===== config.mk =====
export PLATFORM = sky130hd
export DESIGN_NAME = tcb_logsize2byteena
export DESIGN_NICKNAME = d
export VERILOG_FILES = /design/src/common/tcb_enc_pkg.sv /design/src/common/tcb_pkg.sv /design/src/source/tcb_logsize2byteena.sv /design/src/source/tcb_dly_line.sv
export VERILOG_INCLUDE_DIRS = /design/src /design/src/common
export SDC_FILE = /design/constraint.sdc
export NUM_CORES = 1
export LEC_CHECK = 0
export ABC_CLOCK_PERIOD_IN_PS = 3300
export BUFFER_PORTS_ARGS = -buffer_cell sky130_fd_sc_hd__clkbuf_2
export CAP_MARGIN = 20
export CORE_MARGIN = 2
export CORE_UTILIZATION = 45
export DETAILED_ROUTE_END_ITERATION = 6
export PLACE_DENSITY = 0.8
export SETUP_SLACK_MARGIN = 0.1
export SLEW_MARGIN = 20
export SYNTH_ARGS = -nofsm -noshare
export SYNTH_HDL_FRONTEND = slang
export SYNTH_SLANG_ARGS = --single-unit

===== constraint.sdc =====
create_clock -name clk -period 3.3 [get_ports clk]
set_clock_uncertainty 0.1 [all_clocks]
set_input_delay 0 -clock clk [delete_from_list [all_inputs] [get_ports clk]]
set_output_delay 0 -clock clk [all_outputs]
set_load 0.01 [all_outputs]

===== src/common/tcb_cfg.svh =====
//////////////////////////////////////////////////
// TCB subsystem configuration
// bus widths, response delay and memory depth
//////////////////////////////////////////////////

`ifndef TCB_CFG_SVH
`define TCB_CFG_SVH

// byte address width, 4 KiB address space
`define TCB_ADR_W 12

// bytes per data word, data width is 8x this
`define TCB_BEN 4

// cycles from request to response
`define TCB_DLY 1

// SRAM depth in words, 1 KiB
`define TCB_MEM_WORDS 256

`endif

===== src/common/tcb_enc_pkg.sv =====
//////////////////////////////////////////////////
// TCB bus encodings
// access size codes, byte order and status
//////////////////////////////////////////////////

`default_nettype none

package tcb_enc_pkg;

  //////////////////////////////////////////////////
  // access size
  //////////////////////////////////////////////////

  // log2 of the number of bytes in the transfer
  // code 3 is not a legal size
  typedef enum logic [1:0] {
    BYTE = 2'd0,
    HALF = 2'd1,
    WORD = 2'd2
  } tcb_siz_t;

  //////////////////////////////////////////////////
  // byte order
  //////////////////////////////////////////////////

  typedef enum logic {
    LITTLE = 1'b0,
    BIG    = 1'b1
  } tcb_ndn_t;

  //////////////////////////////////////////////////
  // response status
  //////////////////////////////////////////////////

  typedef enum logic {
    OKAY  = 1'b0,
    ERROR = 1'b1
  } tcb_sts_t;

endpackage

`default_nettype wire


===== src/common/tcb_pkg.sv =====
//////////////////////////////////////////////////
// TCB transfer types
// log-size and byte-enable requests, responses
// and request metadata carried to the response
//////////////////////////////////////////////////

`default_nettype none

`include "tcb_cfg.svh"

package tcb_pkg;

  //////////////////////////////////////////////////
  // requests
  //////////////////////////////////////////////////

  // log-size mode, value sits in the low bytes of wdt
  typedef struct packed {
    logic                          wen;
    tcb_enc_pkg::tcb_ndn_t         ndn;
    tcb_enc_pkg::tcb_siz_t         siz;
    logic [`TCB_ADR_W-1:0]         adr;
    logic [`TCB_BEN-1:0][8-1:0]    wdt;
  } tcb_log_req_t;

  // byte-enable mode, word aligned address
  // data already placed on its byte lanes
  typedef struct packed {
    logic                          wen;
    logic [`TCB_ADR_W-1:0]         adr;
    logic [`TCB_BEN-1:0]           ben;
    logic [`TCB_BEN-1:0][8-1:0]    wdt;
  } tcb_ben_req_t;

  //////////////////////////////////////////////////
  // response
  //////////////////////////////////////////////////

  typedef struct packed {
    logic [`TCB_BEN-1:0][8-1:0]    rdt;
    tcb_enc_pkg::tcb_sts_t         sts;
  } tcb_rsp_t;

  // what the read path needs to undo the lane rotation
  typedef struct packed {
    logic [$clog2(`TCB_BEN)-1:0]   off;
    tcb_enc_pkg::tcb_siz_t         siz;
    tcb_enc_pkg::tcb_ndn_t         ndn;
  } tcb_meta_t;

endpackage

`default_nettype wire


===== src/source/tcb_logsize2byteena.sv =====
//////////////////////////////////////////////////
// TCB log-size to byte-enable converter
// places sized writes on byte lanes rotated by
// the address offset, and gathers the read lanes
// back into a sized value, low byte first
//////////////////////////////////////////////////

`default_nettype none

`include "tcb_cfg.svh"

module tcb_logsize2byteena (
  input  logic                  clk,
  input  logic                  rst_n,
  // log-size side, manager connects here
  input  logic                  req_vld,
  input  tcb_pkg::tcb_log_req_t req,
  output logic                  rsp_vld,
  output tcb_pkg::tcb_rsp_t     rsp,
  // byte-enable side, memory connects here
  output logic                  ben_vld,
  output tcb_pkg::tcb_ben_req_t ben_req,
  input  tcb_pkg::tcb_rsp_t     mem_rsp
);

  localparam int unsigned BEN   = `TCB_BEN;
  localparam int unsigned ADR_W = `TCB_ADR_W;
  // offset bits inside a word
  localparam int unsigned OFF_W = $clog2(BEN);

  //////////////////////////////////////////////////
  // lane helpers
  //////////////////////////////////////////////////

  // value bytes that take part in the transfer
  // illegal size code enables nothing
  function automatic logic [BEN-1:0] siz_msk(input tcb_enc_pkg::tcb_siz_t siz);
    logic [BEN-1:0] msk;
    msk = '0;
    for (int unsigned k = 0; k < BEN; k++) begin
      msk[k] = (siz <= tcb_enc_pkg::WORD) && (k < (1 << siz));
    end
    return msk;
  endfunction

  // lane of value byte k, wraps modulo BEN
  // big endian puts the last value byte on the offset lane
  function automatic logic [OFF_W-1:0] lane_sel(
    input logic [OFF_W-1:0]    off,
    input tcb_enc_pkg::tcb_siz_t siz,
    input tcb_enc_pkg::tcb_ndn_t ndn,
    input int unsigned         k
  );
    logic [OFF_W-1:0] last;
    last = OFF_W'((1 << siz) - 1);
    if (ndn == tcb_enc_pkg::BIG) begin
      return off + last - OFF_W'(k);
    end else begin
      return off + OFF_W'(k);
    end
  endfunction

  //////////////////////////////////////////////////
  // request path
  //////////////////////////////////////////////////

  logic [OFF_W-1:0] req_off;
  logic [BEN-1:0]   req_msk;

  assign req_off = req.adr[OFF_W-1:0];
  assign req_msk = siz_msk(req.siz);

  // no stall, every request goes straight through
  assign ben_vld     = req_vld;
  assign ben_req.wen = req.wen;
  // word aligned address toward the memory
  assign ben_req.adr = {req.adr[ADR_W-1:OFF_W], OFF_W'(0)};

  // scatter value bytes onto their lanes
  always_comb begin
    logic [OFF_W-1:0] lane;
    ben_req.ben = '0;
    ben_req.wdt = '0;
    for (int unsigned k = 0; k < BEN; k++) begin
      lane = lane_sel(req_off, req.siz, req.ndn, k);
      if (req_msk[k]) begin
        ben_req.ben[lane] = 1'b1;
        ben_req.wdt[lane] = req.wdt[k];
      end
    end
  end

  //////////////////////////////////////////////////
  // metadata delay
  //////////////////////////////////////////////////

  tcb_pkg::tcb_meta_t req_meta;
  tcb_pkg::tcb_meta_t rsp_meta;

  assign req_meta = '{off: req_off, siz: req.siz, ndn: req.ndn};

  // lines up with the memory response, also gives rsp_vld
  tcb_dly_line #(
    .LEN (`TCB_DLY),
    .T   (tcb_pkg::tcb_meta_t)
  ) i_meta_dly (
    .clk     (clk),
    .rst_n   (rst_n),
    .vld     (req_vld),
    .dat     (req_meta),
    .dly_vld (rsp_vld),
    .dly_dat (rsp_meta)
  );

  //////////////////////////////////////////////////
  // response path
  //////////////////////////////////////////////////

  logic [BEN-1:0] rsp_msk;

  assign rsp_msk = siz_msk(rsp_meta.siz);

  // gather lanes back, bytes above the size read zero
  always_comb begin
    logic [OFF_W-1:0] lane;
    rsp.rdt = '0;
    for (int unsigned k = 0; k < BEN; k++) begin
      lane = lane_sel(rsp_meta.off, rsp_meta.siz, rsp_meta.ndn, k);
      if (rsp_msk[k]) rsp.rdt[k] = mem_rsp.rdt[lane];
    end
  end

  // memory status goes back unchanged
  assign rsp.sts = mem_rsp.sts;

endmodule

`default_nettype wire


===== src/source/tcb_dly_line.sv =====
//////////////////////////////////////////////////
// TCB delay line
// fixed length pipeline of a payload of any type,
// each stage carrying its own valid bit
//////////////////////////////////////////////////

`default_nettype none

module tcb_dly_line #(
  parameter int unsigned LEN = 1,
  parameter type         T   = logic
)(
  input  logic clk,
  input  logic rst_n,
  input  logic vld,
  input  T     dat,
  output logic dly_vld,
  output T     dly_dat
);

  // stage valid bits, stage 0 is nearest the input
  logic [LEN-1:0] vld_q;
  // stage payload
  T               dat_q [LEN];

  // valid shift, cleared on reset
  always_ff @(posedge clk or negedge rst_n) begin
    if (!rst_n) begin
      vld_q <= '0;
    end else begin
      vld_q[0] <= vld;
      for (int i = 1; i < LEN; i++) begin
        vld_q[i] <= vld_q[i-1];
      end
    end
  end

  // payload only moves along with a valid
  always_ff @(posedge clk) begin
    if (vld) dat_q[0] <= dat;
    for (int i = 1; i < LEN; i++) begin
      if (vld_q[i-1]) dat_q[i] <= dat_q[i-1];
    end
  end

  // last stage
  assign dly_vld = vld_q[LEN-1];
  assign dly_dat = dat_q[LEN-1];

endmodule

`default_nettype wire


; Yosys cells after proc, flatten, opt, wreduce, memory -nomap -nowiden
; Memories as Yosys holds them, arrays and structs flattened.
; Index checks and enable logic that the tools add are counted.
; Widths: inputs -> output; s select.
[classes]
order_cmp = 22
n_reduce_logical = 12
muxes = 45
n_addsub = 16
n_bitwise = 4
n_shift = 2
[op_table]
columns = cell, count
row1 = $mux 36, 4
row2 = $lt 1x32->1 const A, 4
row3 = $lt 2x32->1 const A, 4
row4 = $bwmux 32, 3
row5 = $mux 8, 12
row6 = $bmux 8 s2, 4
row7 = $demux 8 s2, 4
row8 = $shl 1x2->32 const A, 2
row9 = $and 32x32->32, 1
row10 = $lt 2x3->1 const B, 8
row11 = $mux 2, 8
row12 = $logic_and 1x1->1, 12
row13 = $or 4x4->4, 3
row14 = $sub 2x2->2 const B, 6
row15 = $add 2x2->2 const B, 4
row16 = $demux 1 s2, 4
row17 = $ge 2x1->1 const B, 4
row18 = $mux 1, 6
row19 = $add 2x1->2 const B, 2
row20 = $add 2x2->2, 2
row21 = $le 2x2->1 const B, 2
row22 = $sub 2x1->2 const B, 2
[word_totals]
ramBits = 5
in_bits = 84
ff_bits = 1
mem_count = 1
[memory_table]
columns = memory, depth, width, rd, rd_ports_with_merged_regs, wr, line_no
row1 = i_meta_dly.dat_q, 1, 5, 1, 0, 1, tcb_dly_line.sv:24  ; T dat_q [LEN];

; Depth between registers and ports, before layout
; Gate-level depths: netlist of the first run.
[logic_depth]
ltp_word = 16
ltp_mapped = 10
mapped_depth_nobuf = 8

; By module
; Synthesis of the first run repeated with hierarchy kept, for this count alone.
[unflattened]
cells_unflattened = 401
area_unflattened_um2 = 2829.0
[by_module_without_submodules]
columns = mod, n_inst, area_each_um2, cells_each
row1 = tcb_logsize2byteena, 1, 2653.8, 395
row2 = tcb_dly_line, 1, 175.2, 6

; Worst setup path before layout of the first run
; No wires, ideal clock.
[synth_timing]
path_type = register to output
from = memory i_meta_dly.dat_q[0][1] in the netlist's numbering
to = output port rsp[10] in the netlist's numbering
path_slack_ps = 1032
stages_incl_launch_ff = 10
arrival_time_ps = 2168
t_required_ps = 3200
cell_sequence = edfxtp_1 > inv_1 > ha_1 > inv_1 > ha_1 > xnor3_1 > o21a_1 > xnor2_4 > buf_8 > mux2i_1
[synth_lines]
columns = item, line_no
row1 = start: declaration, tcb_dly_line.sv:24
row2 = end: declaration, tcb_logsize2byteena.sv:19  ; output tcb_pkg::tcb_rsp_t rsp,

==> metrics.yaml, run 1 <==
synth:
  synth-main-ff-cell: "edfxtp_1"
  yosys.area.top_type: "a21oi_2"
  syn_area_um2: 2960
  yosysWarnings: 0
  synthTopCellsByArea: "a21oi_2 (9.5%), a32oi_1 (9.5%), mux2i_1 (8.1%), o22ai_1 (6.8%), o21ai_0 (5.4%)"
  ys_seq_area_share_pct: 5.92
  syn_avg_cell_area_um2: 8.22
  ys_ff_latch: 6
  synth_commonest_cells: "a21oi_2 (32), a32oi_1 (32), o21ai_0 (32), o22ai_1 (32), and3_1 (25)"
  synthArstFlopShare_pct: 16.7
  netlist_instances: 360
  synth_enable_flop_cells: 5
  synth.distinct_cells: 45
  synth_top_area_share_pct: 9.47
route:
  vias: 3760
  route.layer.met1.wl_um: 4020
  wl_met3_um: 1190
  top_layer: "met4"
  wirelength_um: 10400
  drc: 0
  routed_via_density: 6.73
  ant_nets: 0
  wl_per_cell_um: 18.7
  drt-initial-drc-count: 308
  drt_pass1_iterations: 5
  wl_met2_um: 4960
worst_setup_path:
  slowest_stage: "and2_1"
  startpoint_type: "input pin"
  cp-end-kind: "output pin"
  worstPathArrival_ns: 2.98
  crit_type: "input pin to output pin"
  cp.required_ns: 3.20
  critPathMaxStageDelay_ns: 0.59
  path_cells: "dlygate4sd3_1 -> clkbuf_2 -> inv_1 -> ha_1 -> inv_1 -> ha_1 -> xnor3_1 -> a21oi_4 -> and2_1 -> a21oi_2 -> clkbuf_2"
  path_buf_inv: 5
  path_max_fanout: 9
  crit_family: "buffers and inverters"
  critPathLaunch: "req[44]"
cts:
  cts_buffers: 3
  cts_tree: "yes"
  clk_pin_slew_ns: 0.04
  root_buffer: "clkbuf_8"
  ctsHtreeMaxLevel: 1
  post_cts_buffers: 0
  cts.sinks: 6
  clockBufferDepth: 2
global_route:
  grt_util_all_layers_pct: 26.7
  grt_max_degree: 43
  grt_pass1_wl_um: 16400
  antenna_found_initial: 0
  grt_pass1_vias: 3408
  grt_overflow: 0
die:
  dieArea_um2: 7240
  die_h_um: 85.1
  die_x_um: 85.1
  start_util_pct: 46.6
  core.rowCount: 29
  core_um2: 6350
  io_pins: 168
timing:
  slew_headroom_pct: 30.7
  tightest_slew_ns: 1.04
  period_minus_slack_ns: 3.08
  fmaxAchievable_ghz: 0.325
  grt_setup_unrepaired: "no"
  finalHoldViolCount: 0
  finalSetupViolCount: 0
  tns_ns: 0
  final_max_slew_viol_count: 0
  finalCritPeriodShare_pct: 93.3
power:
  power_density_nw_per_um2: 296
  vdd_drop_max_mv: 0.173
  power_mw: 1.10
  leakagePower_nw: 1.64
placed_design:
  dp_hpwl_um: 7530
  gp_congestion: 0.919
  dp_cells: 538
  io_buffers: 141
outcome:
  status: "complete, no violations"
min_path:
  min_path_type: "input pin to flop"
  min_from: "req[32]"
cells_and_area:
  diodes: 0
  num-nets-final: 577
  fillCellCount: 562
  area_delta_synth_final_pct: 25.7
  fin_cells: 559
  drive_above_1_share_pct: 43.2
job:
  cap_violations: 0
area by class of cell:
type | count | area, um2 | area share (%)
Clock buffer | 4 | 45.0 | 1.21
Inverter | 11 | 41.3 | 1.11
Multi-Input combinational cell | 299 | 2460 | 66.1
Sequential cell | 6 | 175 | 4.71
Tap cell | 77 | 96.3 | 2.59
Timing Repair Buffer | 162 | 906 | 24.3
final timing paths:
path	endpoint	slack [ns]	cells past startpoint
worst max-delay path	ben_req[19]	0.22	11
worst min-delay path	i_meta_dly.dat_q[0][3]$_DFFE_PP_	0.01	1
min in group asynchronous	i_meta_dly.dly_vld$_DFF_PN0_	0.51	3
max in group asynchronous	i_meta_dly.dly_vld$_DFF_PN0_	2.49	3
timing repair:
| action | 4_1_cts | 5_1_grt |
|---|---|---|
| hold endpoints to repair | 21 | 0 |
| resized for setup | 0 | 3 |
| setup endpoints to repair | 0 | 10 |
| hold buffers | 17 | 0 |
where the power goes:
group | switching, mW | total [mW] | internal (mW)
logic | 0.530 | 0.892 | 0.362
clock network | 0.0320 | 0.115 | 0.0831
registers | 0.00528 | 0.0945 | 0.0892
total | 0.567 | 1.10 | 0.535
cell families (layout without fill, tap and decap cells):
logic type	Yosys count	after routing	share of synthesized area, %
compound gates	199	199	53.6
simple gates	59	59	13.2
buf+inv	56	177	11.3
mux	24	24	8.11
fa+ha+maj	10	10	4.23
flops	6	6	5.92
xor+xnor	5	5	3.55
other cells	1	2	0.127
routing by layer:
metal / vias to the layer above / global-route usage [%]
met5: - / 0
met4: 0 / 8.23
met3: 42 / 3.99
met2: 294 / 44.8
met1: 1718 / 35.1
li1: 1706 / -
placed cells by master (no fill, tap or decap), drive strengths merged, types with 10 or more instances in the layout:
cell,instances
o22ai,32
a211oi,16
inv,11
ha,10
and3,25
o21ai,41
a32oi,32
mux2i,24
clkbuf,145
dlygate4sd3,17
a21oi,40
a21boi,16
registers in the layout, indices dropped and copies added (netlist names):
name	cells
i_meta_dly.dly_vld	1
i_meta_dly.dat_q	5
metrics by stage:
step / hold slack [ns] / area (um2) / util (%) / worst slack (ns)
3_5_place_dp: -0.324 / 3500 / 55.2 / 0.668
3_3_place_gp: -0.325 / 3500 / 55.2 / 0.780
6_report: 0.0121 / 3720 / 58.6 / 0.222
2_1_floorplan: -0.396 / 2960 / - / 1.03
4_1_cts: 0.0133 / 3720 / 58.6 / 0.242
5_1_grt: 0.0326 / 3720 / 58.6 / 0.126
Power figures use the tool's default switching activity.
==> inputs of run 2 (changes only) <==
--- a/config.mk
+++ b/config.mk
@@ -10,11 +10,12 @@
 export BUFFER_PORTS_ARGS = -buffer_cell sky130_fd_sc_hd__clkbuf_2
 export CAP_MARGIN = 20
 export CORE_MARGIN = 2
-export CORE_UTILIZATION = 45
+export CORE_UTILIZATION = 50
 export DETAILED_ROUTE_END_ITERATION = 6
-export PLACE_DENSITY = 0.8
+export PLACE_DENSITY = 0.87
 export SETUP_SLACK_MARGIN = 0.1
 export SLEW_MARGIN = 20
 export SYNTH_ARGS = -nofsm -noshare
 export SYNTH_HDL_FRONTEND = slang
 export SYNTH_SLANG_ARGS = --single-unit
+export TNS_END_PERCENT = 5
==> run 2 against run 1 <==
  * Final cell count is 0.36% lower
  * First-iteration DRC count is 3.6% lower
  * Clock-buffer cell count stayed put
  * Sequential cell count stayed put
  * Sequential share of layout area hardly changed
  * Cell area is 0.17% lower
  * Critical path depth stayed put
  * Die area is 9.5% lower
  * Critical path type unchanged
  * Combinational power is 0.6% lower
  * Global-route usage is 1.7 points higher
  * Sequential power hardly changed
  * Power is 0.72% lower
==> metrics.yaml, run 2 (synthesis results as in run 1) <==
outcome:
  status: "complete, no violations"
placed_design:
  io_buffers: 141  # unchanged
  dp_slack_ns: 0.627  # -0.0405 ns
  placed_area_um2: 3500  # about the same
  dp_cells: 536  # -0.37%
  gp_congestion: 0.859  # -6.5%
  dp_hpwl_um: 7410  # -1.6%
cts:
  cts.sinks: 6  # unchanged
  cts_resized: 0  # unchanged
  cts_tree: "yes"
  cts_buffers: 3  # unchanged
  root_buffer: "clkbuf_8"
  clk_pin_slew_ns: 0.04  # about the same
  ctsHtreeMaxLevel: 1  # unchanged
  clockBufferDepth: 2  # unchanged
global_route:
  antenna_found_initial: 0  # unchanged
  grt_max_degree: 41  # -4.7%
  grt_util_all_layers_pct: 28.4  # +1.7 points
  grt_overflow: 0  # unchanged
  grt_pass1_wl_um: 15100  # -7.5%
  grt_pass1_vias: 3346  # -1.8%
cells_and_area:
  final_cell_mix: "clkbuf_2 (141), o21ai_0 (32), a32oi_1 (32), o22ai_1 (32), a21oi_2 (32)"
  area_delta_synth_final_pct: 25.5
  diodes: 0  # unchanged
  drive_above_1_share_pct: 42.5  # -0.62 points
  final_common_cell: "clkbuf_2"
  multi_input_area_um2: 2450  # -0.15%
  num-nets-final: 577  # unchanged
  largest_reg_flops: 5  # unchanged
  fin_cells: 557  # -0.36%
  final_cell_area_um2: 3720  # -0.17%
  largest-register: "i_meta_dly.dat_q"
  regArea_um2: 175  # unchanged
  fillCellCount: 528  # -6.0%
min_path:
  min_path_type: "input pin to flop"
timing:
  period_minus_slack_ns: 3.08  # +0.00294 ns
  finalSetupViolCount: 0  # unchanged
  slew_headroom_pct: 31.1  # +0.41 points
  finalHoldViolCount: 0  # unchanged
  hold_ws_ns: 0.0156  # +0.00349 ns
  final_max_slew_viol_count: 0  # unchanged
  grt_setup_unrepaired: "no"
  setup_ws_ns: 0.219  # -0.00294 ns
  fmaxAchievable_ghz: 0.325  # about the same
  tightest_slew_ns: 1.03  # -0.00616 ns
  tns_ns: 0  # unchanged
  finalCritPeriodShare_pct: 93.4  # about the same
power:
  clockPowerShare_pct: 10.3  # about the same
  vdd_drop_max_mv: 0.146  # -16%
  p_seq_share_pct: 8.6  # about the same
  power_density_nw_per_um2: 294  # -0.55%
  power.internal_uw: 532  # -0.53%
  leakagePower_nw: 1.64  # about the same
  switchingPower_uw: 562  # -0.91%
  p_comb_share_pct: 81.1  # about the same
  switching_share_pct: 51.4  # -0.096 points
route:
  vias: 3752  # -0.21%
  drt_pass1_iterations: 5  # unchanged
  wl_per_cell_um: 18.2  # -2.7%
  drt-initial-drc-count: 297  # -3.6%
  ant_nets: 0  # unchanged
  wirelength_um: 10100  # -3.0%
  routed_via_density: 6.74  # +0.15%
  drc: 0  # unchanged
worst_setup_path:
  path_max_fanout: 9  # unchanged
  cp-end-kind: "output pin"
  worstPathArrival_ns: 2.98  # about the same
  startpoint_type: "input pin"
  crit_type: "input pin to output pin"
  cp.required_ns: 3.20  # about the same
die:
  start_util_pct: 50.9  # +4.3 points
  dieArea_um2: 6550  # -9.5%
  die_x_um: 80.9  # -4.9%
  core_um2: 5820  # -8.4%
  io_pins: 168  # unchanged
  die_h_um: 80.9  # -4.9%
  core.rowCount: 28  # -3.4%
job:
  cap_violations: 0  # unchanged
==> run 2: cell count changes in the layout (fill, tap and decap cells not counted) <==
| cell | before | now |
|---|---|---|
| and2_1 | 1 | 4 |
| and2_2 | 3 | 0 |
==> run 2: power groups by stage <==
stage,Clock [mW],Sequential (mW),Combinational (mW)
after floorplan,0,0.0951,0.610
after global placement,0,0.0952,0.831
after detailed placement,0,0.0958,0.850
after CTS,0.115,0.0947,0.873
after global routing,0.117,0.0959,0.951
final,0.112,0.0946,0.887
==> run 2: per-stage QoR <==
stage	power, mW	util, %
global route	1.16	63.9
detailed placement	0.945	60.2
global placement	0.926	60.2
floorplan	0.705	-
CTS	1.08	63.9
finish	1.09	63.9
==> run 2: area by class of cell <==
class	instances	area share (%)
Inverter	11	1.11
Tap cell	75	2.53
Clock buffer	4	1.21
Multi-Input combinational cell	299	66.1
Timing Repair Buffer	162	24.4
Sequential cell	6	4.71
==> run 2: final timing paths <==
kind                       startpoint  cells after the start  slack [ns]                               end
max in group asynchronous       rst_n                      3        2.44      i_meta_dly.dly_vld$_DFF_PN0_
worst max-delay path          req[44]                     11        0.22                       ben_req[10]
worst min-delay path          req[32]                      1        0.02  i_meta_dly.dat_q[0][3]$_DFFE_PP_
min in group asynchronous       rst_n                      3        0.56      i_meta_dly.dly_vld$_DFF_PN0_
==> run 2: what timing repair did <==
action,4_1_cts,5_1_grt
endpoints found under the hold margin,21,0
hold buffers,17,0
setup buffers,0,0
==> run 2: metal layers <==
metal / vias to the layer above / wire, um / global-route usage (%)
li1: 1704 / - / -
met1: 1727 / 3750 / 33.5
met2: 283 / 4990 / 51.2
met3: 38 / 1160 / 4.11
met4: 0 / 204 / 11.4
met5: - / 0 / 0
==> run 2: worst max-delay path: stages <==
cell	delay (ns)
dlygate4sd3_1	0.52
clkbuf_2	0.14
inv_1	0.06
ha_1	0.19
inv_1	0.05
ha_1	0.19
xor3_1	0.54
a21oi_4	0.41
and2_1	0.59
a21oi_2	0.13
clkbuf_2	0.16
